==> config.mk <==
export PLATFORM = sky130hd
export DESIGN_NAME = read_scheduler
export DESIGN_NICKNAME = d
export VERILOG_FILES = /design/src/hw/switch_pkg.sv /design/src/hw/read_scheduler.sv
export VERILOG_INCLUDE_DIRS = /design/src /design/src/include
export SDC_FILE = /design/constraint.sdc
export NUM_CORES = 1
export LEC_CHECK = 0
export BUFFER_PORTS_ARGS = -buffer_cell sky130_fd_sc_hd__clkbuf_2
export CAP_MARGIN = 40
export CORE_MARGIN = 3
export CORE_UTILIZATION = 39
export CTS_BUF_LIST = sky130_fd_sc_hd__clkbuf_4 sky130_fd_sc_hd__clkbuf_8 sky130_fd_sc_hd__clkbuf_16
export CTS_CLUSTER_DIAMETER = 200
export DETAILED_ROUTE_END_ITERATION = 6
export PLACE_DENSITY = 0.91
export SYNTH_ARGS = -nofsm -noshare
export SYNTH_HDL_FRONTEND = slang
export SYNTH_SLANG_ARGS = --single-unit
==> constraint.sdc <==
create_clock -name clk -period 1.9 [get_ports clk]
set_input_delay 0.19 -clock clk [delete_from_list [all_inputs] [get_ports clk]]
set_output_delay 0.19 -clock clk [all_outputs]
set_load 0.01 [all_outputs]
==> src/include/switch_config.svh <==
`ifndef SWITCH_CONFIG_SVH
`define SWITCH_CONFIG_SVH

// switch geometry, one bank per input port
`define SW_NUM_PORTS      4
`define SW_DATA_WIDTH     16

// page memory of each bank
`define SW_PAGES_PER_BANK 8
`define SW_PAGE_WORDS     16  // one page holds the longest packet

// every page of every bank fits in one queue, so queues never overflow
`define SW_QUEUE_DEPTH    32

`endif

==> src/hw/switch_pkg.sv <==
`default_nettype none

`include "switch_config.svh"

package switch_pkg;

    // ======================================================================
    // scalar types
    // ======================================================================
    typedef logic [$clog2(`SW_NUM_PORTS)-1:0]      port_id_t;
    typedef logic [`SW_DATA_WIDTH-1:0]             data_t;
    typedef logic [$clog2(`SW_PAGES_PER_BANK)-1:0] page_id_t;
    typedef logic [$clog2(`SW_PAGE_WORDS)-1:0]     word_idx_t;
    typedef logic [$clog2(`SW_PAGE_WORDS):0]       pkt_len_t;   // 1 to 16 needs one bit more

    // ======================================================================
    // beats on the external ports
    // ======================================================================
    typedef struct packed {
        logic  sop;
        logic  eop;
        logic  vld;
        data_t data;
    } wr_beat_t;

    typedef struct packed {
        logic  sop;
        logic  eop;
        logic  vld;
        data_t data;
    } rd_beat_t;

    // ======================================================================
    // bank access and descriptors
    // ======================================================================
    typedef struct packed {
        logic      en;
        page_id_t  page;
        word_idx_t word;
        data_t     data;
    } bank_wr_t;

    typedef struct packed {
        page_id_t  page;
        word_idx_t word;
    } bank_rd_t;

    typedef struct packed {
        page_id_t page;
        port_id_t dest;
        pkt_len_t len;
    } wr_desc_t;

    typedef struct packed {
        port_id_t bank;  // bank number equals the input port that wrote it
        page_id_t page;
        port_id_t dest;
        pkt_len_t len;
    } pkt_desc_t;

endpackage

`default_nettype wire

==> src/hw/read_scheduler.sv <==
`default_nettype none

`include "switch_config.svh"

module read_scheduler (
    input  logic                                      clk,
    input  logic                                      rst_n,
    input  switch_pkg::pkt_desc_t [`SW_NUM_PORTS-1:0] queue_head,
    input  logic                  [`SW_NUM_PORTS-1:0] queue_valid,
    input  logic                  [`SW_NUM_PORTS-1:0] ready,
    output logic                  [`SW_NUM_PORTS-1:0] queue_pop,
    output switch_pkg::bank_rd_t                      bank_rd,
    input  switch_pkg::data_t     [`SW_NUM_PORTS-1:0] bank_rd_data,
    output logic                  [`SW_NUM_PORTS-1:0] release_en,
    output switch_pkg::page_id_t                      release_page,
    output switch_pkg::rd_beat_t  [`SW_NUM_PORTS-1:0] rd
);
    import switch_pkg::*;

    localparam int N = `SW_NUM_PORTS;

    typedef enum logic [1:0] {
        IDLE,
        FETCH,
        SEND
    } state_t;

    state_t    state;
    port_id_t  rr_ptr;
    port_id_t  pick;
    logic      found;
    pkt_desc_t cur;       // packet in service
    pkt_len_t  addr_cnt;  // read address, one word ahead of the beat on the output
    logic      sending;
    logic      last;
    data_t     sel_data;

    // ======================================================================
    // output pick
    // ======================================================================
    always_comb begin
        port_id_t idx;
        pick  = rr_ptr;
        found = 1'b0;
        for (int i = 0; i < N; i++) begin
            idx = rr_ptr + port_id_t'(i);
            // ready counts only here, a started packet runs to its end
            if (!found && queue_valid[idx] && ready[idx]) begin
                pick  = idx;
                found = 1'b1;
            end
        end
        queue_pop       = '0;
        queue_pop[pick] = (state == IDLE) && found;
    end

    // ======================================================================
    // fetch pipeline and output beats
    // ======================================================================
    assign sending  = (state == SEND);
    assign last     = sending && (addr_cnt == cur.len);  // beat index is addr_cnt - 1
    assign sel_data = bank_rd_data[cur.bank];
    assign bank_rd  = '{page: cur.page, word: word_idx_t'(addr_cnt)};

    assign release_page = cur.page;

    always_comb begin
        release_en           = '0;
        release_en[cur.bank] = last;  // the page goes back in the eop cycle
    end

    always_comb begin
        for (int p = 0; p < N; p++) begin
            rd[p].vld  = sending && (cur.dest == port_id_t'(p));
            rd[p].sop  = rd[p].vld && (addr_cnt == pkt_len_t'(1));
            rd[p].eop  = rd[p].vld && last;
            rd[p].data = rd[p].vld ? sel_data : '0;
        end
    end

    always_ff @(posedge clk) begin
        if ((state == IDLE) && found) begin
            cur <= queue_head[pick];
        end
    end

    always_ff @(posedge clk) begin
        if (!rst_n) begin
            state    <= IDLE;
            rr_ptr   <= '0;
            addr_cnt <= '0;
        end else begin
            case (state)
                IDLE: begin
                    if (found) begin
                        rr_ptr   <= pick + 1'b1;
                        addr_cnt <= '0;
                        state    <= FETCH;
                    end
                end
                FETCH: begin
                    addr_cnt <= addr_cnt + 1'b1;  // word 0 is addressed here
                    state    <= SEND;
                end
                SEND: begin
                    addr_cnt <= addr_cnt + 1'b1;
                    if (last) begin
                        state <= IDLE;
                    end
                end
                default: state <= IDLE;
            endcase
        end
    end

endmodule

`default_nettype wire

==> impl_metrics.toml <==
[layout]
synthToLayoutAreaGrowth_pct = 73.3
antenna_cells = 0
drive_gt1_share_pct = 68.4
fin_nets = 638
fillers = 405
fin_util_pct = 71.6

[route]
drc = 0
met1Wirelength_mm = 4.12
drtPass1Iterations = 4
top_layer_used = "met4"
vias = 3268
detail_route.vias_per_cell = 5.59
wl_met3_um = 915
dr_wl_met2_mm = 6.01
drt-total-wl_mm = 11.5
wire_per_inst_um = 19.6
drtAntennaViolNets = 0
drt-initial-drc-count = 127

[floorplanning]
die_w_um = 86.4
ioPinCount = 216
fp.coreArea_sq_um = 6100
initial_core_util_pct = 41.3
dieArea_sq_um = 7460
die_y_um = 86.4
fp-row-count = 28

[global_routing]
antenna_found_initial = 0
grtUsageTotal_pct = 26.1
grt_pass1_wl_mm = 15.3
grt_max_degree = 21
grt_pass1_vias = 3039
grt_overflow = 0

[yosys]
synth-edff-count = 12
yosysTopAreaCellShare_pct = 14.7
ys_top_cells_by_count = "and2_1, mux2i_1, nor2_1, nor2b_1, mux4_2"
syn_avg_cell_area_sq_um = 9.13
synth_most_common_cell = "and2_1"
syn-instance-count = 276
synth_cell_types = 46
postSynth.asyncResetShare_pct = 0
ys_top_cells_by_area = "mux2i_1, edfxtp_1, mux4_2"
yosys_warnings = 0
synth_top_area_cell = "mux2i_1"
ys_seq_area_share_pct = 21.5
ys.flop_type = "edfxtp_1"
synth_nets = 403
synth_seq_cells = 21
synth_area_sq_um = 2520

[worst_hold_path]
min_path_type = "primary input to flip-flop"

[worst_setup_path]
cp.arrival_ns = 1.84
start_kind = "flip-flop"
end_kind = "output pin"
required_ns = 1.71
cp_max_fo = 5
critical_path_class = "flip-flop to output pin"

[timing]
fmaxAchievable_mhz = 493
slew_headroom_pct = 73.4
hold_viol = 0
drv_slew = 0
grt_setup_unrepaired = "true"
finalSetupViolCount = 62
tightest_slew_ns = 0.400
tns_ns = -4.29
fin_crit_ns = 2.03
finalCritPeriodShare_pct = 107
layout_setup_ws_ns = -0.129
finClkSkew_ns = 0.00327

[place]
dp_hpwl_mm = 7.93
routabilityCongestion = 0.844
dp_slack_ns = -0.0367
io_buffers = 215

[clocking]
clk_latency_ns = 0.27
cts_buffers = 3
clk_path_buf_depth = 2
cts_sinks = 21
htree_levels = 1
postCtsHoldBufs = 0
tritoncts = "done"
path_clk_slew_ns = 0.08
root_buffer = "clkbuf_8"

[run]
maxCapViolCount = 0

[power_and_ir_drop]
p_leak_nw = 2.23
powerDensity_nw_per_um2 = 699
ir_drop_mv = 0.585

[run_status]
status = "finished, violations left"
violations = "setup timing"
-- flip-flops by register name, indices dropped and copies added (netlist names) --
name and flops:
addr_cnt 5, cur 9, release_page 3, rr_ptr 2, state 2
-- area by class of cell --
cell class              instances  area, sq um  area share (%)
repair inverters                2         15.0           0.344
clock buffers                   3         41.3           0.946
multi-input cells             219         1990            45.7
repair buffers                252         1610            36.8
clock inverters                 1         5.00           0.115
inverters                      12         60.1            1.38
well taps                      75         93.8            2.15
flip-flops and latches         21          551            12.6
-- what timing repair did --
action                                  in CTS  in global routing
pin swaps                                   12                 13
setup buffers                               17                  5
cloned                                       4                  3
gates resized for setup                     27                 97
endpoints found under the hold margin        0                  0
endpoints found under the setup margin      78                 89
-- routing by layer --
layer	vias up	global-route usage [%]
li1	1442	-
met5	-	0
met4	0	12.9
met3	40	6.08
met1	1548	28.2
met2	238	47.4
-- through the flow --
step	total power, W	instances	hold slack, ns	instance area (sq um)
6_report	0.00305	585	0.175	4370
5_1_grt	0.00319	585	0.184	4370
4_1_cts	0.00285	579	0.192	4050
3_5_place_dp	0.00227	554	0.482	3680
3_3_place_gp	0.00220	554	0.459	3680
2_1_floorplan	0.00177	276	0.328	2520
-- logic make-up (layout without fill, tap and decap cells) --
| kind of cell | count (synthesis) | after routing | share of synthesized area (%) |
|---|---|---|---|
| flip-flops | 21 | 21 | 21.5 |
| AO/OA/AOI/OAI | 26 | 26 | 6.81 |
| XOR/XNOR | 5 | 5 | 1.74 |
| adder cells (fa/ha/maj) | 5 | 5 | 2.48 |
| AND/OR/NAND/NOR | 130 | 130 | 30.9 |
| buffers and inverters | 36 | 270 | 7.55 |
| multiplexers | 53 | 53 | 29.0 |
-- report_power, final --
| group | internal (W) | total, W | switching, W |
|---|---|---|---|
| registers | 0.000628 | 0.000716 | 0.0000874 |
| logic | 0.00105 | 0.00202 | 0.000975 |
| clock network | 0.000147 | 0.000311 | 0.000165 |
| total | 0.00182 | 0.00305 | 0.00123 |
-- final timing paths --
| check | from | to | slack [ns] | cells past startpoint |
|---|---|---|---|---|
| min reg2reg | addr_cnt[4] | addr_cnt[4] | 0.53 | 2 |
| max reg2reg | rr_ptr[0] | cur[6] | -0.06 | 8 |
| min | rst_n | rr_ptr[1] | 0.18 | 3 |
| max | cur[10] | rd[0] | -0.13 | 5 |
-- cells in the final DEF, fill, tap and decap left out, types with 4 or more instances in the layout --
cell type     n
a21oi_1      10
and2_1       22
and2_4       31
buf_12        5
buf_2         7
buf_4        19
buf_6        22
clkbuf_2    195
clkinvlp_4    4
dfxtp_1       5
edfxtp_1     12
ha_1          4
inv_1         5
mux2i_1      33
mux2i_2       4
mux4_2       16
nand2_1      13
nor2_1       12
nor2_2        4
nor2b_1      12
nor2b_4       4
o21ai_0       5
-- critical path, cell delays in order (launching register included) --
cell and delay, ns:
edfxtp_1 0.41, buf_6 0.14, clkbuf_16 0.15, mux4_2 0.56, and2_1 0.18, clkbuf_2 0.13
(Power assumes the default switching activity.)
