$ cat src/include/switch_config.svh
`ifndef SWITCH_CONFIG_SVH
`define SWITCH_CONFIG_SVH

// switch geometry, one bank per input port
`define SW_NUM_PORTS      4
`define SW_DATA_WIDTH     16

// page memory of each bank
`define SW_PAGES_PER_BANK 8
`define SW_PAGE_WORDS     16  // one page holds the longest packet

// every page of every bank fits in one queue, so queues never overflow
`define SW_QUEUE_DEPTH    32

`endif

$ cat src/hw/switch_pkg.sv
`default_nettype none

`include "switch_config.svh"

package switch_pkg;

    // ======================================================================
    // scalar types
    // ======================================================================
    typedef logic [$clog2(`SW_NUM_PORTS)-1:0]      port_id_t;
    typedef logic [`SW_DATA_WIDTH-1:0]             data_t;
    typedef logic [$clog2(`SW_PAGES_PER_BANK)-1:0] page_id_t;
    typedef logic [$clog2(`SW_PAGE_WORDS)-1:0]     word_idx_t;
    typedef logic [$clog2(`SW_PAGE_WORDS):0]       pkt_len_t;   // 1 to 16 needs one bit more

    // ======================================================================
    // beats on the external ports
    // ======================================================================
    typedef struct packed {
        logic  sop;
        logic  eop;
        logic  vld;
        data_t data;
    } wr_beat_t;

    typedef struct packed {
        logic  sop;
        logic  eop;
        logic  vld;
        data_t data;
    } rd_beat_t;

    // ======================================================================
    // bank access and descriptors
    // ======================================================================
    typedef struct packed {
        logic      en;
        page_id_t  page;
        word_idx_t word;
        data_t     data;
    } bank_wr_t;

    typedef struct packed {
        page_id_t  page;
        word_idx_t word;
    } bank_rd_t;

    typedef struct packed {
        page_id_t page;
        port_id_t dest;
        pkt_len_t len;
    } wr_desc_t;

    typedef struct packed {
        port_id_t bank;  // bank number equals the input port that wrote it
        page_id_t page;
        port_id_t dest;
        pkt_len_t len;
    } pkt_desc_t;

endpackage

`default_nettype wire

$ cat src/hw/packet_bank.sv
`default_nettype none

`include "switch_config.svh"

module packet_bank (
    input  logic                 clk,
    input  logic                 rst_n,
    input  switch_pkg::bank_wr_t wr,
    input  logic                 alloc,
    output switch_pkg::page_id_t free_page,
    output logic                 free_valid,
    input  switch_pkg::bank_rd_t rd_addr,
    output switch_pkg::data_t    rd_data,
    input  logic                 release_en,
    input  switch_pkg::page_id_t release_page
);
    import switch_pkg::*;

    localparam int PAGES = `SW_PAGES_PER_BANK;
    localparam int WORDS = `SW_PAGES_PER_BANK * `SW_PAGE_WORDS;
    localparam int FW    = $clog2(PAGES) + 1;
    localparam logic [FW-1:0] FILL_DONE = FW'(PAGES);

    data_t          mem [WORDS];
    logic [FW-1:0]  fill_cnt;
    logic           filling;
    logic           fl_push;
    page_id_t       fl_data;

    // ======================================================================
    // page memory
    // ======================================================================
    always_ff @(posedge clk) begin
        if (wr.en) begin
            mem[{wr.page, wr.word}] <= wr.data;
        end
        rd_data <= mem[{rd_addr.page, rd_addr.word}];  // data is valid one cycle after address
    end

    // ======================================================================
    // free-page list
    // ======================================================================
    assign filling = (fill_cnt != FILL_DONE);
    assign fl_push = filling || release_en;
    // no page is out while the list fills, so a release cannot collide with it
    assign fl_data = filling ? page_id_t'(fill_cnt) : release_page;

    always_ff @(posedge clk) begin
        if (!rst_n) begin
            fill_cnt <= '0;
        end else if (filling) begin
            fill_cnt <= fill_cnt + 1'b1;  // one page enters the list per cycle
        end
    end

    sync_fifo #(
        .T     (page_id_t),
        .DEPTH (PAGES)
    ) free_list_inst (
        .clk       (clk),
        .rst_n     (rst_n),
        .push      (fl_push),
        .push_data (fl_data),
        .pop       (alloc),
        .head      (free_page),
        .not_empty (free_valid)
    );

endmodule

`default_nettype wire

$ cat src/hw/sync_fifo.sv
`default_nettype none

module sync_fifo #(
    parameter type T     = logic [7:0],
    parameter int  DEPTH = 8
) (
    input  logic clk,
    input  logic rst_n,
    input  logic push,
    input  T     push_data,
    input  logic pop,
    output T     head,
    output logic not_empty
);
    localparam int AW = (DEPTH > 1) ? $clog2(DEPTH) : 1;
    localparam logic [AW-1:0] LAST = AW'(DEPTH - 1);

    T              mem [DEPTH];
    logic [AW-1:0] wr_ptr;
    logic [AW-1:0] rd_ptr;
    logic [AW:0]   count;

    assign head      = mem[rd_ptr];   // head is shown combinationally
    assign not_empty = (count != '0);

    always_ff @(posedge clk) begin
        if (push) begin
            mem[wr_ptr] <= push_data;
        end
    end

    always_ff @(posedge clk) begin
        if (!rst_n) begin
            wr_ptr <= '0;
            rd_ptr <= '0;
            count  <= '0;
        end else begin
            if (push) begin
                wr_ptr <= (wr_ptr == LAST) ? '0 : wr_ptr + 1'b1;
            end
            if (pop) begin
                rd_ptr <= (rd_ptr == LAST) ? '0 : rd_ptr + 1'b1;
            end
            case ({push, pop})
                2'b10:   count <= count + 1'b1;
                2'b01:   count <= count - 1'b1;
                default: count <= count;  // both or neither leave the fill level alone
            endcase
        end
    end

endmodule

`default_nettype wire

$ cat config.mk
export PLATFORM = sky130hd
export DESIGN_NAME = packet_bank
export DESIGN_NICKNAME = d
export VERILOG_FILES = /design/src/hw/switch_pkg.sv /design/src/hw/packet_bank.sv /design/src/hw/sync_fifo.sv
export VERILOG_INCLUDE_DIRS = /design/src /design/src/include
export SDC_FILE = /design/constraint.sdc
export NUM_CORES = 2
export LEC_CHECK = 0
export ABC_AREA = 1
export BUFFER_PORTS_ARGS = -buffer_cell sky130_fd_sc_hd__buf_2
export CORE_UTILIZATION = 35
export DETAILED_ROUTE_END_ITERATION = 8
export GPL_ROUTABILITY_DRIVEN = 0
export HOLD_SLACK_MARGIN = 0.05
export PLACE_DENSITY = 0.53
export SETUP_SLACK_MARGIN = 0.4
export SYNTH_ARGS = -nofsm -noshare
export SYNTH_HDL_FRONTEND = slang
export SYNTH_SLANG_ARGS = --single-unit
$ cat constraint.sdc
create_clock -name clk -period 4.9 [get_ports clk]
set_clock_uncertainty 0.05 [all_clocks]
set_input_delay 1.47 -clock clk [delete_from_list [all_inputs] [get_ports clk]]
set_output_delay 1.47 -clock clk [all_outputs]
set_load 0.03 [all_outputs]
==> metrics.md <==
| Metric | Value |
|---|---|
| Outcome | `complete, no violations` |
| Synthesized net count | `between 7,000 and 8,000` |
| CP Cell Sequence | `inv_1, o21ai_0, o22ai_1, nor2_1, a31oi_1, buf_2` |
| Die W | `493.5 µm` |
| CP Class | `reg2out` |
| Worst skew pair latency | `0.88 ns` |
| CTS Buffer Depth | `3` |
| Setup Viol. Count Final | `0` |
| Crit path launch type | `flop` |
| Crit path max fanout | `13` |
| Leading area contributor after synthesis | `edfxtp_1` |
| Worst endpoint data arrival time | `2.41 ns` |
| Ratio of cells with drive above 1 in the final layout | `about a tenth` |
| Met1 WL | `110,000 µm` |
| Die area | `243,500 µm²` |
| VDD IR max | `0.3389 mV` |
| Hold WC Path Type | `reg2reg` |
| Final Hold Fails | `0` |
| PD cells | `394.8 nW/µm²` |
| Met3 wire length | `around 17,000 µm` |
| CTS resizes | `0` |
| Post-synthesis sequential area ratio | `74.38%` |
| Fin. max-slew vios | `0` |
| Area Growth Syn to Fin | `14.02%` |
| Dpl hpwl | `around 140,000 µm` |
| R2R Path End | `free_list_inst.count[3]` |
| Initial Utilization | `between 30% and 40%` |
| IO Port Bufs | `57` |
| Yosys warnings | `0` |
| Post-synthesis cell area | `84,540 µm²` |
| Count leader, synth | `nand2_1` |
| Critical path's slowest cell | `dfxtp_1` |
| Cts hold-fix bufs | `0` |
| Library cells used by synthesis | `26` |
| Global Route Usage Sum | `around a fifth` |
| Slew HR | `12.72%` |
| CP Capture Type | `primary output` |
| Core Box Area | `240,300 µm²` |
| Num CTS Buffers | `211` |
| Vias in the first global route | `around 52,000` |
| Grt ovf | `0` |
| EDFF count, synth | `between 2,000 and 2,500` |
| Clock-pin slew on the worst setup and hold paths | `approximately 0.06 ns` |
| Max Fclk | `between 200 and 300 MHz` |
| WP data required | `3.38 ns` |
| CTS tree | `yes` |
| Post-Synthesis Cells | `6,968` |
| Final Critical Period | `slightly below 4 ns` |
| Ys async rst share | `0%` |
| DR vias/cell | `5.271` |
| Num rows | `180` |
| Synthesized area per cell | `12.13 µm²` |
| H-tree depth | `4` |
| FF-to-FF setup slack | `between 2 and 2.5 ns` |
| Final #Nets | `between 7,000 and 8,000` |
| Antenna Nets Post-Route | `0` |
| First-pass GRT wire length | `366,100 µm` |
| Total power | `38.06 mW` |
| CTS sink count | `2,105` |
| Post-CTS setup buffers | `0` |
| Final TNS setup | `0 ns` |
| Largest net degree at the start of global routing | `132` |
| Clock root buffer | `clkbuf_16` |
| Via count | `55,240` |
| RSZ-0062 raised after global routing | `no` |
| Tcrit/Tclk final | `80.11%` |
| Antenna violations before repair | `11` |
| Max_cap viols | `0` |
| Most used flip-flop cell after synthesis | `edfxtp_1` |
| Slew @ Worst Pin | `1.309 ns` |
| Met2 routed WL | `117,800 µm` |
| Initial DRC count | `6,111` |
| WL/cell | `24.01 µm` |
| Io pins | `58` |
| Uppermost layer routed | `met5` |
| Remaining DRCs | `0` |
| Reg2Reg Depth | `11` |
| Total Wirelength | `251,600 µm` |
| Synth area leaders | `edfxtp_1 74%, nand3_1 12%, nand2_1 9.3%` |
| Die Y-Extent | `about 500 µm` |
| CP max stage delay | `0.58 ns` |
| Final Util | `40.11%` |
| Synth top area share | `73.60%` |
| RR Startpoint | `fill_cnt[1]` |
| Setup crit end | `free_page[2]` |
| Register bit count reported by yosys | `2,105` |
| TritonRoute pass-1 iters | `6` |
| Top cells by count, synth | `2,095 x nand2_1, 2,072 x edfxtp_1, 2,021 x nand3_1, 255 x buf_2, 174 x nor2_1` |
| Leak | `33.55 nW` |
[cells in the final DEF, fill, tap and decap left out, types with 8 or more instances in the layout]
cell and count:
a21oi_1 10, buf_12 52, buf_2 36, buf_4 305
bufinv_16 12, clkbuf_1 62, clkbuf_16 211, clkinv_1 49
clkinv_2 28, dfxtp_1 33, edfxtp_1 2072, ha_1 9
inv_1 38, nand2_1 2095, nand3_1 2021, nor2_1 162
nor2_2 12, nor3_1 8, o21ai_0 24
[worst min-delay path by stage]
stage	start	endpoint	depth (start not counted)
2_1_floorplan	fill_cnt[3]	fill_cnt[3]	2
3_3_place_gp	fill_cnt[3]	fill_cnt[3]	2
3_5_place_dp	fill_cnt[3]	fill_cnt[3]	2
4_1_cts	fill_cnt[3]	fill_cnt[3]	2
5_1_grt	fill_cnt[3]	fill_cnt[3]	2
6_report	fill_cnt[3]	fill_cnt[3]	2
[routing by layer]
layer | vias to the layer above | GRT usage (%)
met5 | - | 0
li1 | 25190 | -
met1 | 27660 | 28.80
met2 | 2015 | 32.41
met4 | 4 | 6.086
met3 | 369 | 2.823
[where the power goes]
part	switching, mW	internal [mW]
Clock	6.99	8.63
Sequential	0.0562	19.9
Combinational	1.90	0.605
Total	8.94	29.1
[cell families (layout without fill, tap and decap cells)]
logic type / Yosys count / count (layout) / share of synthesized area (%)
compound gates: 42 / 42 / 0.2635
xor+xnor: 4 / 4 / 0.04145
simple gates: 4305 / 4305 / 22.14
buf+inv: 503 / 826 / 3.040
fa+ha+maj: 9 / 9 / 0.1332
other cells: 0 / 3 / 0
flops: 2105 / 2105 / 74.38
[layout make-up]
class                      instances  area, µm²
antenna                            3      7.507
clock buffer                     275       5540
clock inverter                   110       1067
fill                           22530     143900
inverter                          43      195.2
multi-input combinational       4360      19130
sequential                      2105      62880
tap                             3185       3985
timing repair buffer             398       3578
[flip-flops by register name, indices dropped and copies added, names as in the netlist, named ones only]
name	count
mem	2048
free_list_inst.rd_ptr	3
rd_data	16
free_list_inst.mem	24
fill_cnt	4
free_list_inst.wr_ptr	3
free_list_inst.count	4
[through the flow]
step / cell area, µm² / hold WS [ns] / std cells / setup WS, ns
after floorplan: 84540 / 0.3896 / 6968 / 0.8326
after global placement: 89770 / 0.4049 / 10090 / 0.4587
after detailed placement: 89770 / 0.4048 / 10090 / 0.4956
after CTS: 96380 / 0.4169 / 10480 / 0.8967
after global routing: 96380 / 0.4296 / 10480 / 0.7447
final: 96390 / 0.4159 / 10480 / 0.9747
[worst max-delay path: cells and delay by family, from the launching register on]
kind | cells | cell delay (ns)
flops | 1 | 0.58
buf+inv | 2 | 0.45
compound gates | 3 | 0.40
simple gates | 1 | 0.12
Note: power is estimated with default switching activity, not from simulation.
