$ cat src/include/switch_config.svh
`ifndef SWITCH_CONFIG_SVH
`define SWITCH_CONFIG_SVH

// switch geometry, one bank per input port
`define SW_NUM_PORTS      4
`define SW_DATA_WIDTH     16

// page memory of each bank
`define SW_PAGES_PER_BANK 8
`define SW_PAGE_WORDS     16  // one page holds the longest packet

// every page of every bank fits in one queue, so queues never overflow
`define SW_QUEUE_DEPTH    32

`endif

$ cat src/hw/switch_pkg.sv
`default_nettype none

`include "switch_config.svh"

package switch_pkg;

    // ======================================================================
    // scalar types
    // ======================================================================
    typedef logic [$clog2(`SW_NUM_PORTS)-1:0]      port_id_t;
    typedef logic [`SW_DATA_WIDTH-1:0]             data_t;
    typedef logic [$clog2(`SW_PAGES_PER_BANK)-1:0] page_id_t;
    typedef logic [$clog2(`SW_PAGE_WORDS)-1:0]     word_idx_t;
    typedef logic [$clog2(`SW_PAGE_WORDS):0]       pkt_len_t;   // 1 to 16 needs one bit more

    // ======================================================================
    // beats on the external ports
    // ======================================================================
    typedef struct packed {
        logic  sop;
        logic  eop;
        logic  vld;
        data_t data;
    } wr_beat_t;

    typedef struct packed {
        logic  sop;
        logic  eop;
        logic  vld;
        data_t data;
    } rd_beat_t;

    // ======================================================================
    // bank access and descriptors
    // ======================================================================
    typedef struct packed {
        logic      en;
        page_id_t  page;
        word_idx_t word;
        data_t     data;
    } bank_wr_t;

    typedef struct packed {
        page_id_t  page;
        word_idx_t word;
    } bank_rd_t;

    typedef struct packed {
        page_id_t page;
        port_id_t dest;
        pkt_len_t len;
    } wr_desc_t;

    typedef struct packed {
        port_id_t bank;  // bank number equals the input port that wrote it
        page_id_t page;
        port_id_t dest;
        pkt_len_t len;
    } pkt_desc_t;

endpackage

`default_nettype wire

$ cat src/hw/output_queues.sv
`default_nettype none

`include "switch_config.svh"

module output_queues (
    input  logic                                          clk,
    input  logic                                          rst_n,
    input  switch_pkg::wr_desc_t  [`SW_NUM_PORTS-1:0]     desc,
    input  logic                  [`SW_NUM_PORTS-1:0]     desc_valid,
    output logic                  [`SW_NUM_PORTS-1:0]     grant,
    input  logic                  [`SW_NUM_PORTS-1:0]     queue_pop,
    output switch_pkg::pkt_desc_t [`SW_NUM_PORTS-1:0]     queue_head,
    output logic                  [`SW_NUM_PORTS-1:0]     queue_valid
);
    import switch_pkg::*;

    localparam int N = `SW_NUM_PORTS;

    port_id_t  rr_ptr;
    port_id_t  win;
    logic      any_req;
    pkt_desc_t push_desc;
    logic      [N-1:0] push;

    // ======================================================================
    // round-robin arbiter over pending descriptors
    // ======================================================================
    always_comb begin
        port_id_t idx;
        win     = rr_ptr;
        any_req = 1'b0;
        for (int i = 0; i < N; i++) begin
            idx = rr_ptr + port_id_t'(i);  // search starts at the pointer and wraps
            if (!any_req && desc_valid[idx]) begin
                win     = idx;
                any_req = 1'b1;
            end
        end
        grant      = '0;
        grant[win] = any_req;
    end

    always_ff @(posedge clk) begin
        if (!rst_n) begin
            rr_ptr <= '0;
        end else if (any_req) begin
            rr_ptr <= win + 1'b1;  // next search begins after the granted port
        end
    end

    // the bank is the index of the winning write port
    assign push_desc = '{
        bank: win,
        page: desc[win].page,
        dest: desc[win].dest,
        len:  desc[win].len
    };

    // ======================================================================
    // one queue per output
    // ======================================================================
    for (genvar q = 0; q < N; q++) begin : g_queue
        assign push[q] = any_req && (desc[win].dest == port_id_t'(q));

        sync_fifo #(
            .T     (pkt_desc_t),
            .DEPTH (`SW_QUEUE_DEPTH)
        ) queue_inst (
            .clk       (clk),
            .rst_n     (rst_n),
            .push      (push[q]),
            .push_data (push_desc),
            .pop       (queue_pop[q]),
            .head      (queue_head[q]),
            .not_empty (queue_valid[q])
        );
    end

endmodule

`default_nettype wire

$ cat src/hw/sync_fifo.sv
`default_nettype none

module sync_fifo #(
    parameter type T     = logic [7:0],
    parameter int  DEPTH = 8
) (
    input  logic clk,
    input  logic rst_n,
    input  logic push,
    input  T     push_data,
    input  logic pop,
    output T     head,
    output logic not_empty
);
    localparam int AW = (DEPTH > 1) ? $clog2(DEPTH) : 1;
    localparam logic [AW-1:0] LAST = AW'(DEPTH - 1);

    T              mem [DEPTH];
    logic [AW-1:0] wr_ptr;
    logic [AW-1:0] rd_ptr;
    logic [AW:0]   count;

    assign head      = mem[rd_ptr];   // head is shown combinationally
    assign not_empty = (count != '0);

    always_ff @(posedge clk) begin
        if (push) begin
            mem[wr_ptr] <= push_data;
        end
    end

    always_ff @(posedge clk) begin
        if (!rst_n) begin
            wr_ptr <= '0;
            rd_ptr <= '0;
            count  <= '0;
        end else begin
            if (push) begin
                wr_ptr <= (wr_ptr == LAST) ? '0 : wr_ptr + 1'b1;
            end
            if (pop) begin
                rd_ptr <= (rd_ptr == LAST) ? '0 : rd_ptr + 1'b1;
            end
            case ({push, pop})
                2'b10:   count <= count + 1'b1;
                2'b01:   count <= count - 1'b1;
                default: count <= count;  // both or neither leave the fill level alone
            endcase
        end
    end

endmodule

`default_nettype wire

$ cat config.mk
export PLATFORM = sky130hd
export DESIGN_NAME = output_queues
export DESIGN_NICKNAME = d
export VERILOG_FILES = /design/src/hw/switch_pkg.sv /design/src/hw/output_queues.sv /design/src/hw/sync_fifo.sv
export VERILOG_INCLUDE_DIRS = /design/src /design/src/include
export SDC_FILE = /design/constraint.sdc
export NUM_CORES = 2
export LEC_CHECK = 0
export BUFFER_PORTS_ARGS = -buffer_cell sky130_fd_sc_hd__buf_2
export CORE_ASPECT_RATIO = 1.5
export CORE_UTILIZATION = 40
export CTS_CLUSTER_SIZE = 30
export DETAILED_ROUTE_END_ITERATION = 12
export HOLD_SLACK_MARGIN = 0.08
export PLACE_DENSITY = 0.58
export SLEW_MARGIN = 10
export SYNTH_ARGS = -nofsm -noshare
export SYNTH_HDL_FRONTEND = slang
export SYNTH_SLANG_ARGS = --single-unit
export TNS_END_PERCENT = 1
$ cat constraint.sdc
create_clock -name clk -period 10.95 [get_ports clk]
set_input_delay 1.095 -clock clk [delete_from_list [all_inputs] [get_ports clk]]
set_output_delay 1.095 -clock clk [all_outputs]
set_load 0.02 [all_outputs]
==> metrics.log <==
[metrics] Core Region: 159,000 um2
[metrics] CTS root buffer: clkbuf_16
[metrics] Achievable Freq: 0.173 GHz
[metrics] hold path depth: 2
[metrics] clk buf depth: 3
[metrics] initial antenna violation count: 7
[metrics] R2R cell count: 15
[metrics] post-route worst hold slack: 536 ps
[metrics] arrival time at the worst endpoint: 6450 ps
[metrics] Num CTS Buffers: 149
[metrics] clock tree from TritonCTS: built
[metrics] global-route wire length before repair: 214 mm
[metrics] Skew-Pair Late Insertion Delay: 770 ps
[metrics] type of destination of the critical path: flip-flop
[metrics] Die Width: 328 um
[metrics] worst setup path class: in -> reg
[metrics] Crit Reg-Reg Endpoint: g_queue[3].queue_inst.count[5]$_SDFFE_PN0P_
[metrics] mean routed wirelength per cell: 27.1 um
[metrics] switching part of the total: 0.257
[metrics] antenna viol nets, final: 0
[metrics] chip height: 491 um
[metrics] cell breakdown of the critical path: buf_2 -> and3b_1 -> or4_1 -> nand2_4 -> inv_2 -> o211ai_2 -> nand2_1 -> inv_4 -> nand3_4 -> ha_1 -> a21o_1 -> a22o_1 -> or4b_2 -> a31oi_1 -> xor2_1 -> and2_1
[metrics] final clock period utilization by the worst path: 0.529
[metrics] total number of H-tree levels: 4
[metrics] setup repair after global routing missed its margin: no
[metrics] cts repair resizes: 0
[metrics] endpoints failing setup: 0
[metrics] setup slack of the worst register-to-register path: 5280 ps
[metrics] clock-pin transition on the worst setup and hold timing paths: 70 ps
[metrics] overflow left after global routing: 0
[metrics] number of cells produced by synthesis: 2,957
[metrics] Largest stage delay, worst path: 640 ps
[metrics] internal power: 11.0 mW
[metrics] Mapped Avg Cell Area: 21.6 um2
[metrics] MaxCap Viol Count: 0
[metrics] element type at the critical path start: primary input
[metrics] Sum Neg Setup Slack: 0 ps
[metrics] detailed-placement wirelength estimate: 88.4 mm
[metrics] area overhead of the layout relative to synthesis: 12.7%
[metrics] maximum net fanout on the critical path: 74
[metrics] share of cells above drive strength 1: 0.310
[metrics] flop and latch count out of synthesis: 1,622
[metrics] run status: finished with violations
[metrics] Total Die Area: 161,000 um2
[metrics] number of nets in the layout: 3,226
[metrics] part of the total power dissipated in sequential elements: 0.516
[metrics] number of buffer cells added on primary ports: 105
[metrics] post-synthesis net count: 3,051
[metrics] DP Area: 67,200 um2
[metrics] proportion of power drawn by the clock network: 0.348
[metrics] min cycle time layout: 5790 ps
[metrics] count of flip-flops with a built-in enable after synthesis: 1,536
[metrics] worst min-delay path startpoint: rr_ptr[1]$_SDFFE_PN0P_
[metrics] Worst Hold Class: reg -> reg
[metrics] initial standard-cell utilization of the core: 0.403
[metrics] Worst EP required: 11,610 ps
[metrics] Pwr Density: 205 nW/um2
[metrics] total detailed-routing wirelength: 145 mm
[metrics] cell with the largest stage delay on the worst path: or4b_2
[metrics] total track usage: 0.182
[metrics] number of detailed-route iterations in the first pass: 10
[metrics] switching power of the nets: 3.79 mW
[metrics] asr flop ratio synth: 0
[metrics] vias after detailed routing: 29,464
[metrics] CTS Hold Buffers Added: 0
[metrics] DRC viols: 64
[metrics] maximum number of pins on one net before global-route repair: 93
[metrics] distinct cell type count of the synthesized netlist: 60
[metrics] Post-Synthesis Cell Area: 63,900 um2
[metrics] Post-Layout Inst Area: 72,000 um2
[metrics] post-CTS setup buffer count: 0
[metrics] number of vias per cell after detailed routing: 5.52
[metrics] Max rail drop VDD: 0.117 mV
[metrics] standard-cell row count: 179
[metrics] dominant register cell in the synthesized netlist: edfxtp_1
[metrics] combinational share of power: 0.136
[metrics] final weighted congestion of routability-driven global placement: 0.801
[metrics] leakage component of the power: 22.1 nW
[metrics] Critical R2R Launch: rr_ptr[1]$_SDFFE_PN0P_
[metrics] violations in the final reports: design-rule violations
[metrics] capture endpoint of the worst hold path: rr_ptr[1]$_SDFFE_PN0P_
[metrics] proportion of synthesized chip area in sequential cells: 0.749
[metrics] starting DRC count in detailed routing: 2,605
[metrics] Yosys warnings: 0
[metrics] number of global-route vias before repair: 31,344
[metrics] Final Skew: 32.1 ps
[metrics] count of final max-slew check failures: 0
[metrics] Slew HR: 0.161
[metrics] Worst Max-Slew Pin Slew: 1250 ps
[metrics] most common library cell in the layout ignoring fill and taps: edfxtp_1
[metrics] TritonCTS Sinks: 1,622
[metrics] Overall Power: 14.8 mW
[metrics] Ports: 106
[metrics] most frequent cells in the layout: edfxtp_1, mux4_2, clkbuf_16, nor2_1, buf_2
[metrics] Final Hold Fails: 0
critical path: cells and delay by family:
| family | cells | cell delay [ps] |
|---|---|---|
| and+or+nand+nor | 7 | 2560 |
| buffers and inverters | 3 | 1100 |
| AOI/OAI and AO/OA | 4 | 1080 |
| adders and majority gates | 1 | 430 |
| xor gates and xnor gates | 1 | 80 |
worst max path at each step:
stage	from	endpoint	depth (start not counted)	slack, ps
finish	desc_valid[3]	g_queue[3].queue_inst.count[5]$_SDFFE_PN0P_	16	5160
detailed placement	desc_valid[2]	g_queue[3].queue_inst.count[5]$_SDFFE_PN0P_	17	4290
floorplan	desc_valid[3]	g_queue[0].queue_inst.mem[0][8]$_DFFE_PP_	8	1920
CTS	flip-flop	queue_head[22]	6	4980
global route	desc_valid[3]	g_queue[3].queue_inst.count[5]$_SDFFE_PN0P_	16	4760
global placement	desc_valid[2]	g_queue[3].queue_inst.count[5]$_SDFFE_PN0P_	17	4460
stage by stage:
step	std cells	util	setup WS, ps
floorplan	2957	-	1920
global placement	5062	0.424	4460
detailed placement	5062	0.424	4290
CTS	5331	0.454	4980
global route	5332	0.454	4760
finish	5333	0.454	5160
logic make-up (layout without fill, tap and decap cells):
| logic type | count (synthesis) | in the layout | synth area share |
|---|---|---|---|
| other | 0 | 2 | 0 |
| AOI/OAI and AO/OA | 105 | 105 | 0.0113 |
| and+or+nand+nor | 417 | 417 | 0.0332 |
| adders and majority gates | 44 | 44 | 0.00862 |
| muxes | 555 | 555 | 0.182 |
| buffers and inverters | 179 | 472 | 0.0109 |
| DFF | 1622 | 1622 | 0.749 |
| xor gates and xnor gates | 35 | 35 | 0.00480 |
cells in the mapped netlist, drive strengths merged (21+ instances only):
cell type     n  share of area
o21ai        28         0.0022
mux2         48         0.0085
nor2b        29         0.0028
clkbuf      114         0.0067
mux2i        27         0.0042
mux4        480           0.17
nand2        89         0.0053
buf          47         0.0032
xor2         21         0.0029
nor2        153         0.0090
edfxtp     1536           0.72
nand3        25         0.0025
dfxtp        86          0.027
ha           44         0.0086
state kept, by name, summed over array words and instances (netlist names), named ones only:
name                       flops
g_queue.queue_inst.count      24
rr_ptr                         2
g_queue.queue_inst.rd_ptr     20
g_queue.queue_inst.wr_ptr     20
g_queue.queue_inst.mem      1536
per-layer routing:
layer | up-vias | share of wire | track usage
li1 | 12606 | - | -
met1 | 15804 | 0.39 | 0.224
met2 | 856 | 0.54 | 0.330
met3 | 196 | 0.044 | 0.0257
met4 | 2 | 0.024 | 0.0498
met5 | - | 0.000076 | 0
power groups by stage:
| stage | logic (mW) | registers, mW | clock network, mW |
|---|---|---|---|
| 2_1_floorplan | 1.22 | 7.80 | 0 |
| 3_3_place_gp | 1.96 | 7.74 | 0 |
| 3_5_place_dp | 2.06 | 7.76 | 0 |
| 4_1_cts | 2.06 | 7.63 | 5.26 |
| 5_1_grt | 2.16 | 7.65 | 5.46 |
| 6_report | 2.00 | 7.63 | 5.15 |
final cells by class:
cell class / count / area (um2)
diodes: 2 / 5.00
clock buffers: 186 / 4010
clock inverters: 83 / 796
fillers: 13122 / 86600
inverters: 18 / 70.1
multi-input cells: 1156 / 15500
flip-flops and latches: 1622 / 47900
well taps: 2081 / 2600
repair buffers: 185 / 1130
Note: power is estimated with default switching activity, not from simulation.
