File: src/include/switch_config.svh
`ifndef SWITCH_CONFIG_SVH
`define SWITCH_CONFIG_SVH

// switch geometry, one bank per input port
`define SW_NUM_PORTS      4
`define SW_DATA_WIDTH     16

// page memory of each bank
`define SW_PAGES_PER_BANK 8
`define SW_PAGE_WORDS     16  // one page holds the longest packet

// every page of every bank fits in one queue, so queues never overflow
`define SW_QUEUE_DEPTH    32

`endif

File: src/hw/switch_pkg.sv
`default_nettype none

`include "switch_config.svh"

package switch_pkg;

    // ======================================================================
    // scalar types
    // ======================================================================
    typedef logic [$clog2(`SW_NUM_PORTS)-1:0]      port_id_t;
    typedef logic [`SW_DATA_WIDTH-1:0]             data_t;
    typedef logic [$clog2(`SW_PAGES_PER_BANK)-1:0] page_id_t;
    typedef logic [$clog2(`SW_PAGE_WORDS)-1:0]     word_idx_t;
    typedef logic [$clog2(`SW_PAGE_WORDS):0]       pkt_len_t;   // 1 to 16 needs one bit more

    // ======================================================================
    // beats on the external ports
    // ======================================================================
    typedef struct packed {
        logic  sop;
        logic  eop;
        logic  vld;
        data_t data;
    } wr_beat_t;

    typedef struct packed {
        logic  sop;
        logic  eop;
        logic  vld;
        data_t data;
    } rd_beat_t;

    // ======================================================================
    // bank access and descriptors
    // ======================================================================
    typedef struct packed {
        logic      en;
        page_id_t  page;
        word_idx_t word;
        data_t     data;
    } bank_wr_t;

    typedef struct packed {
        page_id_t  page;
        word_idx_t word;
    } bank_rd_t;

    typedef struct packed {
        page_id_t page;
        port_id_t dest;
        pkt_len_t len;
    } wr_desc_t;

    typedef struct packed {
        port_id_t bank;  // bank number equals the input port that wrote it
        page_id_t page;
        port_id_t dest;
        pkt_len_t len;
    } pkt_desc_t;

endpackage

`default_nettype wire

File: src/hw/write_port.sv
`default_nettype none

module write_port (
    input  logic                 clk,
    input  logic                 rst_n,
    input  switch_pkg::wr_beat_t wr,
    output logic                 pause,
    input  switch_pkg::page_id_t free_page,
    input  logic                 free_valid,
    output logic                 alloc,
    output switch_pkg::bank_wr_t bank_wr,
    output switch_pkg::wr_desc_t desc,
    output logic                 desc_valid,
    input  logic                 grant
);
    import switch_pkg::*;

    typedef enum logic [1:0] {
        IDLE,
        STORE,
        PEND
    } state_t;

    state_t   state;
    page_id_t page_q;
    port_id_t dest_q;
    pkt_len_t word_cnt;  // next word address while storing, packet length in PEND
    logic     take;

    assign take  = (state == IDLE) && wr.vld && wr.sop && free_valid;
    assign alloc = take;  // the page is popped in the sop cycle
    assign pause = (state == PEND) || ((state == IDLE) && !free_valid);

    always_comb begin
        bank_wr.en   = take || ((state == STORE) && wr.vld);
        bank_wr.page = (state == IDLE) ? free_page : page_q;
        bank_wr.word = (state == IDLE) ? '0 : word_idx_t'(word_cnt);
        bank_wr.data = wr.data;
    end

    assign desc       = '{page: page_q, dest: dest_q, len: word_cnt};
    assign desc_valid = (state == PEND);

    // page and destination of the packet being stored
    always_ff @(posedge clk) begin
        if (take) begin
            page_q <= free_page;
            dest_q <= wr.data[$bits(port_id_t)-1:0];  // low bits of word 0 name the output
        end
    end

    always_ff @(posedge clk) begin
        if (!rst_n) begin
            state    <= IDLE;
            word_cnt <= '0;
        end else begin
            case (state)
                IDLE: begin
                    if (take) begin
                        word_cnt <= pkt_len_t'(1);
                        state    <= wr.eop ? PEND : STORE;  // a one-word packet skips STORE
                    end
                end
                STORE: begin
                    if (wr.vld) begin
                        word_cnt <= word_cnt + 1'b1;
                        if (wr.eop) begin
                            state <= PEND;
                        end
                    end
                end
                PEND: begin
                    if (grant) begin
                        state <= IDLE;
                    end
                end
                default: state <= IDLE;
            endcase
        end
    end

endmodule

`default_nettype wire

File: config.mk
export PLATFORM = sky130hd
export DESIGN_NAME = write_port
export DESIGN_NICKNAME = d
export VERILOG_FILES = /design/src/hw/switch_pkg.sv /design/src/hw/write_port.sv
export VERILOG_INCLUDE_DIRS = /design/src /design/src/include
export SDC_FILE = /design/constraint.sdc
export NUM_CORES = 1
export LEC_CHECK = 0
export BUFFER_PORTS_ARGS = -buffer_cell sky130_fd_sc_hd__buf_2
export CAP_MARGIN = 20
export CELL_PAD_IN_SITES_DETAIL_PLACEMENT = 1
export CELL_PAD_IN_SITES_GLOBAL_PLACEMENT = 2
export CORE_MARGIN = 2
export CORE_UTILIZATION = 19
export CTS_BUF_LIST = sky130_fd_sc_hd__clkbuf_2 sky130_fd_sc_hd__clkbuf_4 sky130_fd_sc_hd__clkbuf_8
export DETAILED_ROUTE_END_ITERATION = 16
export PLACE_DENSITY = 0.85
export SLEW_MARGIN = 20
export SYNTH_ARGS = -nofsm -noshare
export SYNTH_HDL_FRONTEND = slang
export SYNTH_SLANG_ARGS = --single-unit
File: constraint.sdc
create_clock -name clk -period 2 [get_ports clk]
set_clock_uncertainty 0.2 [all_clocks]
set_input_delay 0.4 -clock clk [delete_from_list [all_inputs] [get_ports clk]]
set_output_delay 0.4 -clock clk [all_outputs]
set_load 0.03 [all_outputs]
==> run summary, run 1 <==
Die Y = 64.78 um
Die ar. = 0.004196 mm2
vias per cell = 4.369
CTS max path bufs = 2
WL final = 2.107 mm
Syn Inst Count = 73
register area = 291.5 um2
syn nets = 100
TritonCTS clock tree = done
Root Buffer = clkbuf_8
MaxCap Viol Count = 0
total CTS buffers = 3
Synth top area share = 0.2139
worst-margin pin slew = 0.3075 ns
core area = 0.003606 mm2
Setup CP Type = flop to primary output
Yosys top cell by area = edfxtp_1
Worst slew margin = 0.7897
vias post-DR = 651
GRT Util Overall = 0.1019
total negative setup slack = 0 ns
crit-path max FO = 7
Crit-path slowest cell = dfxtp_2
Final Hold Vio Count = 0
Area growth syn-to-layout = 29.59%
dpl cell area = 838.3 um2
Final Setup Violations = 0
count leader, synth = buf_4
Worst-path clk slew = 0.06 ns
WP data arrival = 1.34 ns
synth warn = 0
clock sinks = 12
H-tree Lvls = 1
dpl hpwl = 1.672 mm
Die Wd = 64.78 um
post-synthesis sequential area ratio = 0.4135
fill count = 431
mapped cell area = 701.9 um2
DRC Markers = 0
status = complete, no violations
Distinct cells, synth = 26
Synth async-reset ratio = 0
Critical Path, Cell by Cell = nor2_2, buf_4, mux2_2, buf_4
Synth Register Bits = 12
Min Hold Slack = 0.1447 ns
Max rail drop VDD = 0.1697 mV
largest net degree at the start of global routing = 10
Detail Route Antenna Nets = 0
Post-CTS Hold Buffers = 0
Initial Util = 0.1947
Final Cell Area = 909.6 um2
Period Utilization, post-route = 0.9697
initial antenna violation count = 0
Avg Inst Size Synth = 9.615 um2
Worst Path Buf+Inv = 2
IO Pins = 63
max incr delay on CP = 0.35 ns
post-route core utilization = 0.2523
Slew Viols, Final = 0
minimum clock period = 1.939 ns
GPL Wtd Cong = 0.8208
HP Class = primary input to flop
Pre-antenna DRT Iters = 2
Post-synth EDFFs = 5
nets = 129
ys flop type = dfxtp_1
violation count after the first detailed-routing iteration = 6
# diodes = 0
top post-synthesis cells by count = buf_4, dfxtp_1, a21oi_1, edfxtp_1
CP Launch Type = flop
critical path capture point type = primary output
routed len/inst = 14.14 um
max frequency = 515.6 MHz
clk_lat worst skew = 0.24 ns
P_leak = 0.3963 nW
vias in the first global route = 696
first-pass GRT wire length = 3.270 mm
grt total ovfl = 0
multi-input logic area = 275.3 um2
power density over the cells = 669.6 mW/mm2
cell family with most CP delay = flip-flops
Site Rows = 22
Most common cell on crit path = buf_4
largest cells by area after synthesis = edfxtp_1, dfxtp_1, buf_4, mux2_2, a21oi_1
worst path required time = 1.40 ns
share of cells above drive strength 1 = 0.4851
I/O Buffers = 34
## report_power, final
group / switching (mW) / internal, mW / leakage (nW)
logic: 0.0690 / 0.0438 / 0.270
clock network: 0.0941 / 0.136 / 0.0231
registers: 0.00478 / 0.262 / 0.103
total: 0.168 / 0.441 / 0.396
## repair_timing
action | in CTS | in global routing
buffers inserted | 2 | 0
resized for setup | 0 | 8
setup endpoints to repair | 2 | 7
## metrics by stage
stage                     worst slack [ns]  total power [mW]  std cells
after floorplan                     0.1439            0.3874         73
after CTS                         0.008854            0.6077        149
after global placement              0.3185            0.3732        143
after detailed placement            0.2612            0.3777        143
after global routing             -0.008532            0.6306        149
final                              0.06053            0.6091        149
## cells by family after synthesis
family | synth area share
buffers and inverters | 0.1979
muxes | 0.04812
AOI/OAI and AO/OA | 0.1176
and+or+nand+nor | 0.2050
adders and majority gates | 0.01782
DFF | 0.4135
## metal layers
metal	track usage	vias up	share of wire	wire length, um
li1	-	304	-	-
met1	0.09808	306	0.37	786
met2	0.1959	29	0.53	1108
met3	0.01563	12	0.072	152
met4	0.06915	0	0.028	59
met5	0	-	0	0
## area by class of cell
cell class,instances,share of cell area
multi-input cells,42,0.3026
well taps,48,0.06602
inverters,2,0.008253
flip-flops and latches,12,0.3205
repair buffers,41,0.2531
clock inverters,1,0.004127
clock buffers,3,0.04539
## path summary, 6_finish.rpt
path,startpoint,end,slack (ns),depth (start not counted)
worst max-delay path,state[1],bank_wr[20],0.06,4
worst min register to register,state[1],state[0],0.32,1
worst max register to register,word_cnt[1],word_cnt[4],0.41,4
worst min-delay path,wr[0],dest_q[0],0.14,1
## worst register-to-register path, stage by stage (launching register included)
cell	delay, ns
dfxtp_1	0.41
ha_1	0.25
nand3_1	0.11
or3_1	0.33
a31oi_1	0.20
## flip-flops by register name, indices dropped and copies added, names as in the netlist
signal    flops
page_q        3
dest_q        2
word_cnt      5
state         2
## placed cells by master (no fill, tap or decap)
cell / netlist / routed
buf_2: 0 / 31
buf_4: 16 / 10
dfxtp_1: 7 / 6
a21oi_1: 5 / 5
edfxtp_1: 5 / 5
nor2b_1: 4 / 4
nand3_1: 4 / 4
mux2_2: 3 / 3
o21ai_0: 3 / 3
or3_1: 3 / 3
a31oi_1: 3 / 3
clkbuf_8: 0 / 3
inv_1: 2 / 2
nor2_1: 3 / 2
nor3b_1: 2 / 2
nor2_2: 0 / 1
and4_1: 1 / 1
nand2b_1: 1 / 1
and2b_1: 1 / 1
nand3b_1: 1 / 1
nor3_1: 1 / 1
o21a_1: 1 / 1
or3b_1: 1 / 1
o31ai_1: 1 / 1
nand4_1: 1 / 1
nand2_1: 1 / 1
a2111oi_0: 1 / 1
ha_1: 1 / 1
clkinv_1: 0 / 1
dfxtp_2: 0 / 1
No activity file was read; power rests on OpenSTA's default activity.
==> run 2, diff against run 1 <==
ABC_AREA = 1   (was not set)
CTS_BUF_LIST = sky130_fd_sc_hd__clkbuf_4 sky130_fd_sc_hd__clkbuf_8   (was sky130_fd_sc_hd__clkbuf_2 sky130_fd_sc_hd__clkbuf_4 sky130_fd_sc_hd__clkbuf_8)
PLACE_DENSITY = 0.87   (was 0.85)
==> run 2 against run 1 <==
Area after synthesis up 8.2%. Clock-buffer cell count grew 1. Cell count up 16%. Highest routed layer unchanged. Total power grew 8.8%. Clock power rose by 4%.
==> run summary, run 2 <==
status = complete, no violations (unchanged)
placed cell count = 169 (was 143)
Most common cell on crit path = nand2_1 (was buf_4)
grt total ovfl = 0 (unchanged)
nets = 153 (was 129)
Worst slew margin = 0.8420 (was 0.7897)
count leader, synth = nand2_1 (was buf_4)
largest net degree at the start of global routing = 9 (was 10)
logic gate share of total power = 0.226 (was 0.185)
Synth top area share = 0.1977 (was 0.2139)
largest cells by area after synthesis = edfxtp_1, dfxtp_1, buf_4, nand2_1, nor2_1 (was edfxtp_1, dfxtp_1, buf_4, mux2_2, a21oi_1)
first-pass GRT wire length = 3.339 mm (was 3.270 mm)
Critical Path, Cell by Cell = nor2_1, buf_4, nand2_1, nand2_1, buf_2 (was nor2_2, buf_4, mux2_2, buf_4)
worst reg2reg path depth = 8 (was 4)
MaxCap Viol Count = 0 (unchanged)
DRC Markers = 0 (unchanged)
Worst-path clk slew = 0.05 ns (was 0.06 ns)
Initial Util = 0.2029 (was 0.1947)
P_leak = 0.4592 nW (was 0.3963 nW)
max FFs per register = 5 (unchanged)
IO Pins = 63 (unchanged)
Distinct cells, synth = 19 (was 26)
clk_lat worst skew = 0.23 ns (was 0.24 ns)
Slew Viols, Final = 0 (unchanged)
Yosys top cell by area = edfxtp_1 (unchanged)
max frequency = 539.2 MHz (was 515.6 MHz)
dpl cell area = 884.6 um2 (was 838.3 um2)
I/O Buffers = 34 (unchanged)
Site Rows = 22 (unchanged)
worst flop-to-flop path startpoint = state[1] (was word_cnt[1])
TritonCTS clock tree = done (unchanged)
total setup buffers inserted after CTS = 0 (was 2)
CTS max path bufs = 2 (unchanged)
vias post-DR = 715 (was 651)
post-synthesis sequential area ratio = 0.3822 (was 0.4135)
syn nets = 128 (was 100)
Max rail drop VDD = 0.2071 mV (was 0.1697 mV)
Final Hold Vio Count = 0 (unchanged)
initial antenna violation count = 0 (unchanged)
cell family with most CP delay = buffers and inverters (was flip-flops)
Avg Inst Size Synth = 7.520 um2 (was 9.615 um2)
Syn Inst Count = 101 (was 73)
GPL Wtd Cong = 0.7194 (was 0.8208)
Setup CP Type = flop to primary output (unchanged)
mapped cell area = 759.5 um2 (was 701.9 um2)
critical path capture point type = primary output (unchanged)
violation count after the first detailed-routing iteration = 3 (was 6)
CP Launch Type = flop (unchanged)
Detail Route Antenna Nets = 0 (unchanged)
R2R setup slack = 0.56 ns (was 0.41 ns)
switching portion of total power = 0.3006 (was 0.2755)
Crit-path slowest cell = dfxtp_2 (unchanged)
Synth async-reset ratio = 0 (unchanged)
clock sinks = 12 (unchanged)
Pwr Total = 662.7 uW (was 609.1 uW)
Area growth syn-to-layout = 23.06% (was 29.59%)
max incr delay on CP = 0.34 ns (was 0.35 ns)
Worst Hold End = dest_q[0] (unchanged)
Reg-to-Reg End = word_cnt[0] (was word_cnt[4])
# diodes = 0 (unchanged)
minimum clock period = 1.855 ns (was 1.939 ns)
Worst Path Buf+Inv = 2 (unchanged)
Top reg by flops = word_cnt (unchanged)
Post-synth EDFFs = 5 (unchanged)
worst-margin pin slew = 0.2364 ns (was 0.3075 ns)
Final Cell Area = 934.6 um2 (was 909.6 um2)
commonest non-fill, non-tap cell in the layout = buf_2 (unchanged)
cell-internal power = 463.5 uW (was 441.3 uW)
dpl hpwl = 1.788 mm (was 1.672 mm)
Finished Layout Cells = 173 (was 149)
Clock power frac = 0.362 (was 0.377)
core area = 0.003744 mm2 (was 0.003606 mm2)
Pre-antenna DRT Iters = 4 (was 2)
Min Hold Slack = 0.1550 ns (was 0.1447 ns)
WL final = 2.200 mm (was 2.107 mm)
Die Wd = 67.23 um (was 64.78 um)
Critical Path Source = state[0] (was state[1])
net switching power = 199.2 uW (was 167.8 uW)
worst path required time = 1.40 ns (about the same)
RSZ-0062 raised after global routing = no
Final Setup Violations = 0 (unchanged)
GRT Util Overall = 0.09986 (was 0.1019)
Worst Min Path Start = wr[0] (unchanged)
total negative setup slack = 0 ns (unchanged)
HP Class = primary input to flop (unchanged)
vias in the first global route = 741 (was 696)
Root Buffer = clkbuf_8 (unchanged)
power density over the cells = 709.0 mW/mm2 (was 669.6 mW/mm2)
Die ar. = 0.004519 mm2 (was 0.004196 mm2)
commonest non-fill, non-tap cells in the layout = buf_2, nand2_1, nor2_1 (was buf_2, buf_4, dfxtp_1)
synth warn = 0 (unchanged)
total CTS buffers = 3 (unchanged)
worst slack, placed = 0.3042 ns (was 0.2612 ns)
Synth Register Bits = 12 (unchanged)
WP data arrival = 1.25 ns (was 1.34 ns)
hold-critical path depth = 1 (unchanged)
H-tree Lvls = 1 (unchanged)
routed len/inst = 12.72 um (was 14.14 um)
post-route core utilization = 0.2497 (was 0.2523)
Regs by FF count = word_cnt x5, page_q x3 (unchanged)
ys flop type = dfxtp_1 (unchanged)
Post-CTS Hold Buffers = 0 (unchanged)
Die Y = 67.23 um (was 64.78 um)
crit-path max FO = 7 (unchanged)
sequential power share = 0.411 (was 0.438)
top post-synthesis cells by count = nand2_1, buf_4, nor2_1, inv_1, dfxtp_1 (was buf_4, dfxtp_1, a21oi_1, edfxtp_1)
vias per cell = 4.133 (was 4.369)
share of cells above drive strength 1 = 0.3920 (was 0.4851)
Period Utilization, post-route = 0.9274 (was 0.9697)
fin worst setup slack = 0.1452 ns (was 0.06053 ns)
-- run 2: layout make-up --
cell class	instances	area [um2]
timing repair buffer	36	185.2
tap	48	60.06
clock buffer	4	48.80
inverter	11	41.29
sequential	12	291.5
multi-input combinational	62	307.8
fill	488	2809
-- run 2: worst register-to-register path, cell delays in order, from the launching register on --
cell	delay, ns
dfxtp_1	0.40
inv_2	0.10
nand2_4	0.12
nor2_4	0.05
buf_4	0.17
nor2_4	0.14
nand2_1	0.07
nand3_1	0.06
inv_1	0.04
-- run 2: repair_timing --
item	in CTS	in global routing
setup endpoints to repair	0	1
endpoints found under the hold margin	0	0
gates resized for setup	0	1
-- run 2: worst max-delay path by stage --
stage	to	cells past startpoint	slack, ns
final	bank_wr[20]	5	0.15
after detailed placement	bank_wr[23]	4	0.30
after global routing	bank_wr[21]	5	0.06
after global placement	bank_wr[23]	4	0.32
after floorplan	bank_wr[16]	2	0.32
after CTS	bank_wr[23]	5	0.10
-- run 2: cell families after synthesis --
| kind of cell | synth area share |
|---|---|
| DFF | 0.3822 |
| buffers and inverters | 0.2125 |
| adders and majority gates | 0.01647 |
| AOI/OAI and AO/OA | 0.07248 |
| and+or+nand+nor | 0.3163 |
-- run 2: metal layers --
metal,track usage,share of wire,up-vias
li1,-,-,351
met1,0.1026,0.37,343
met2,0.1832,0.58,19
met3,0.03167,0.051,2
met4,0.04592,0.0036,0
met5,0,0,-
-- run 2: power groups by stage --
stage	sequential, mW	clock (mW)	combinational, mW
finish	0.273	0.240	0.150
global route	0.274	0.262	0.162
CTS	0.273	0.249	0.151
detailed placement	0.278	0	0.150
global placement	0.277	0	0.146
floorplan	0.289	0	0.139
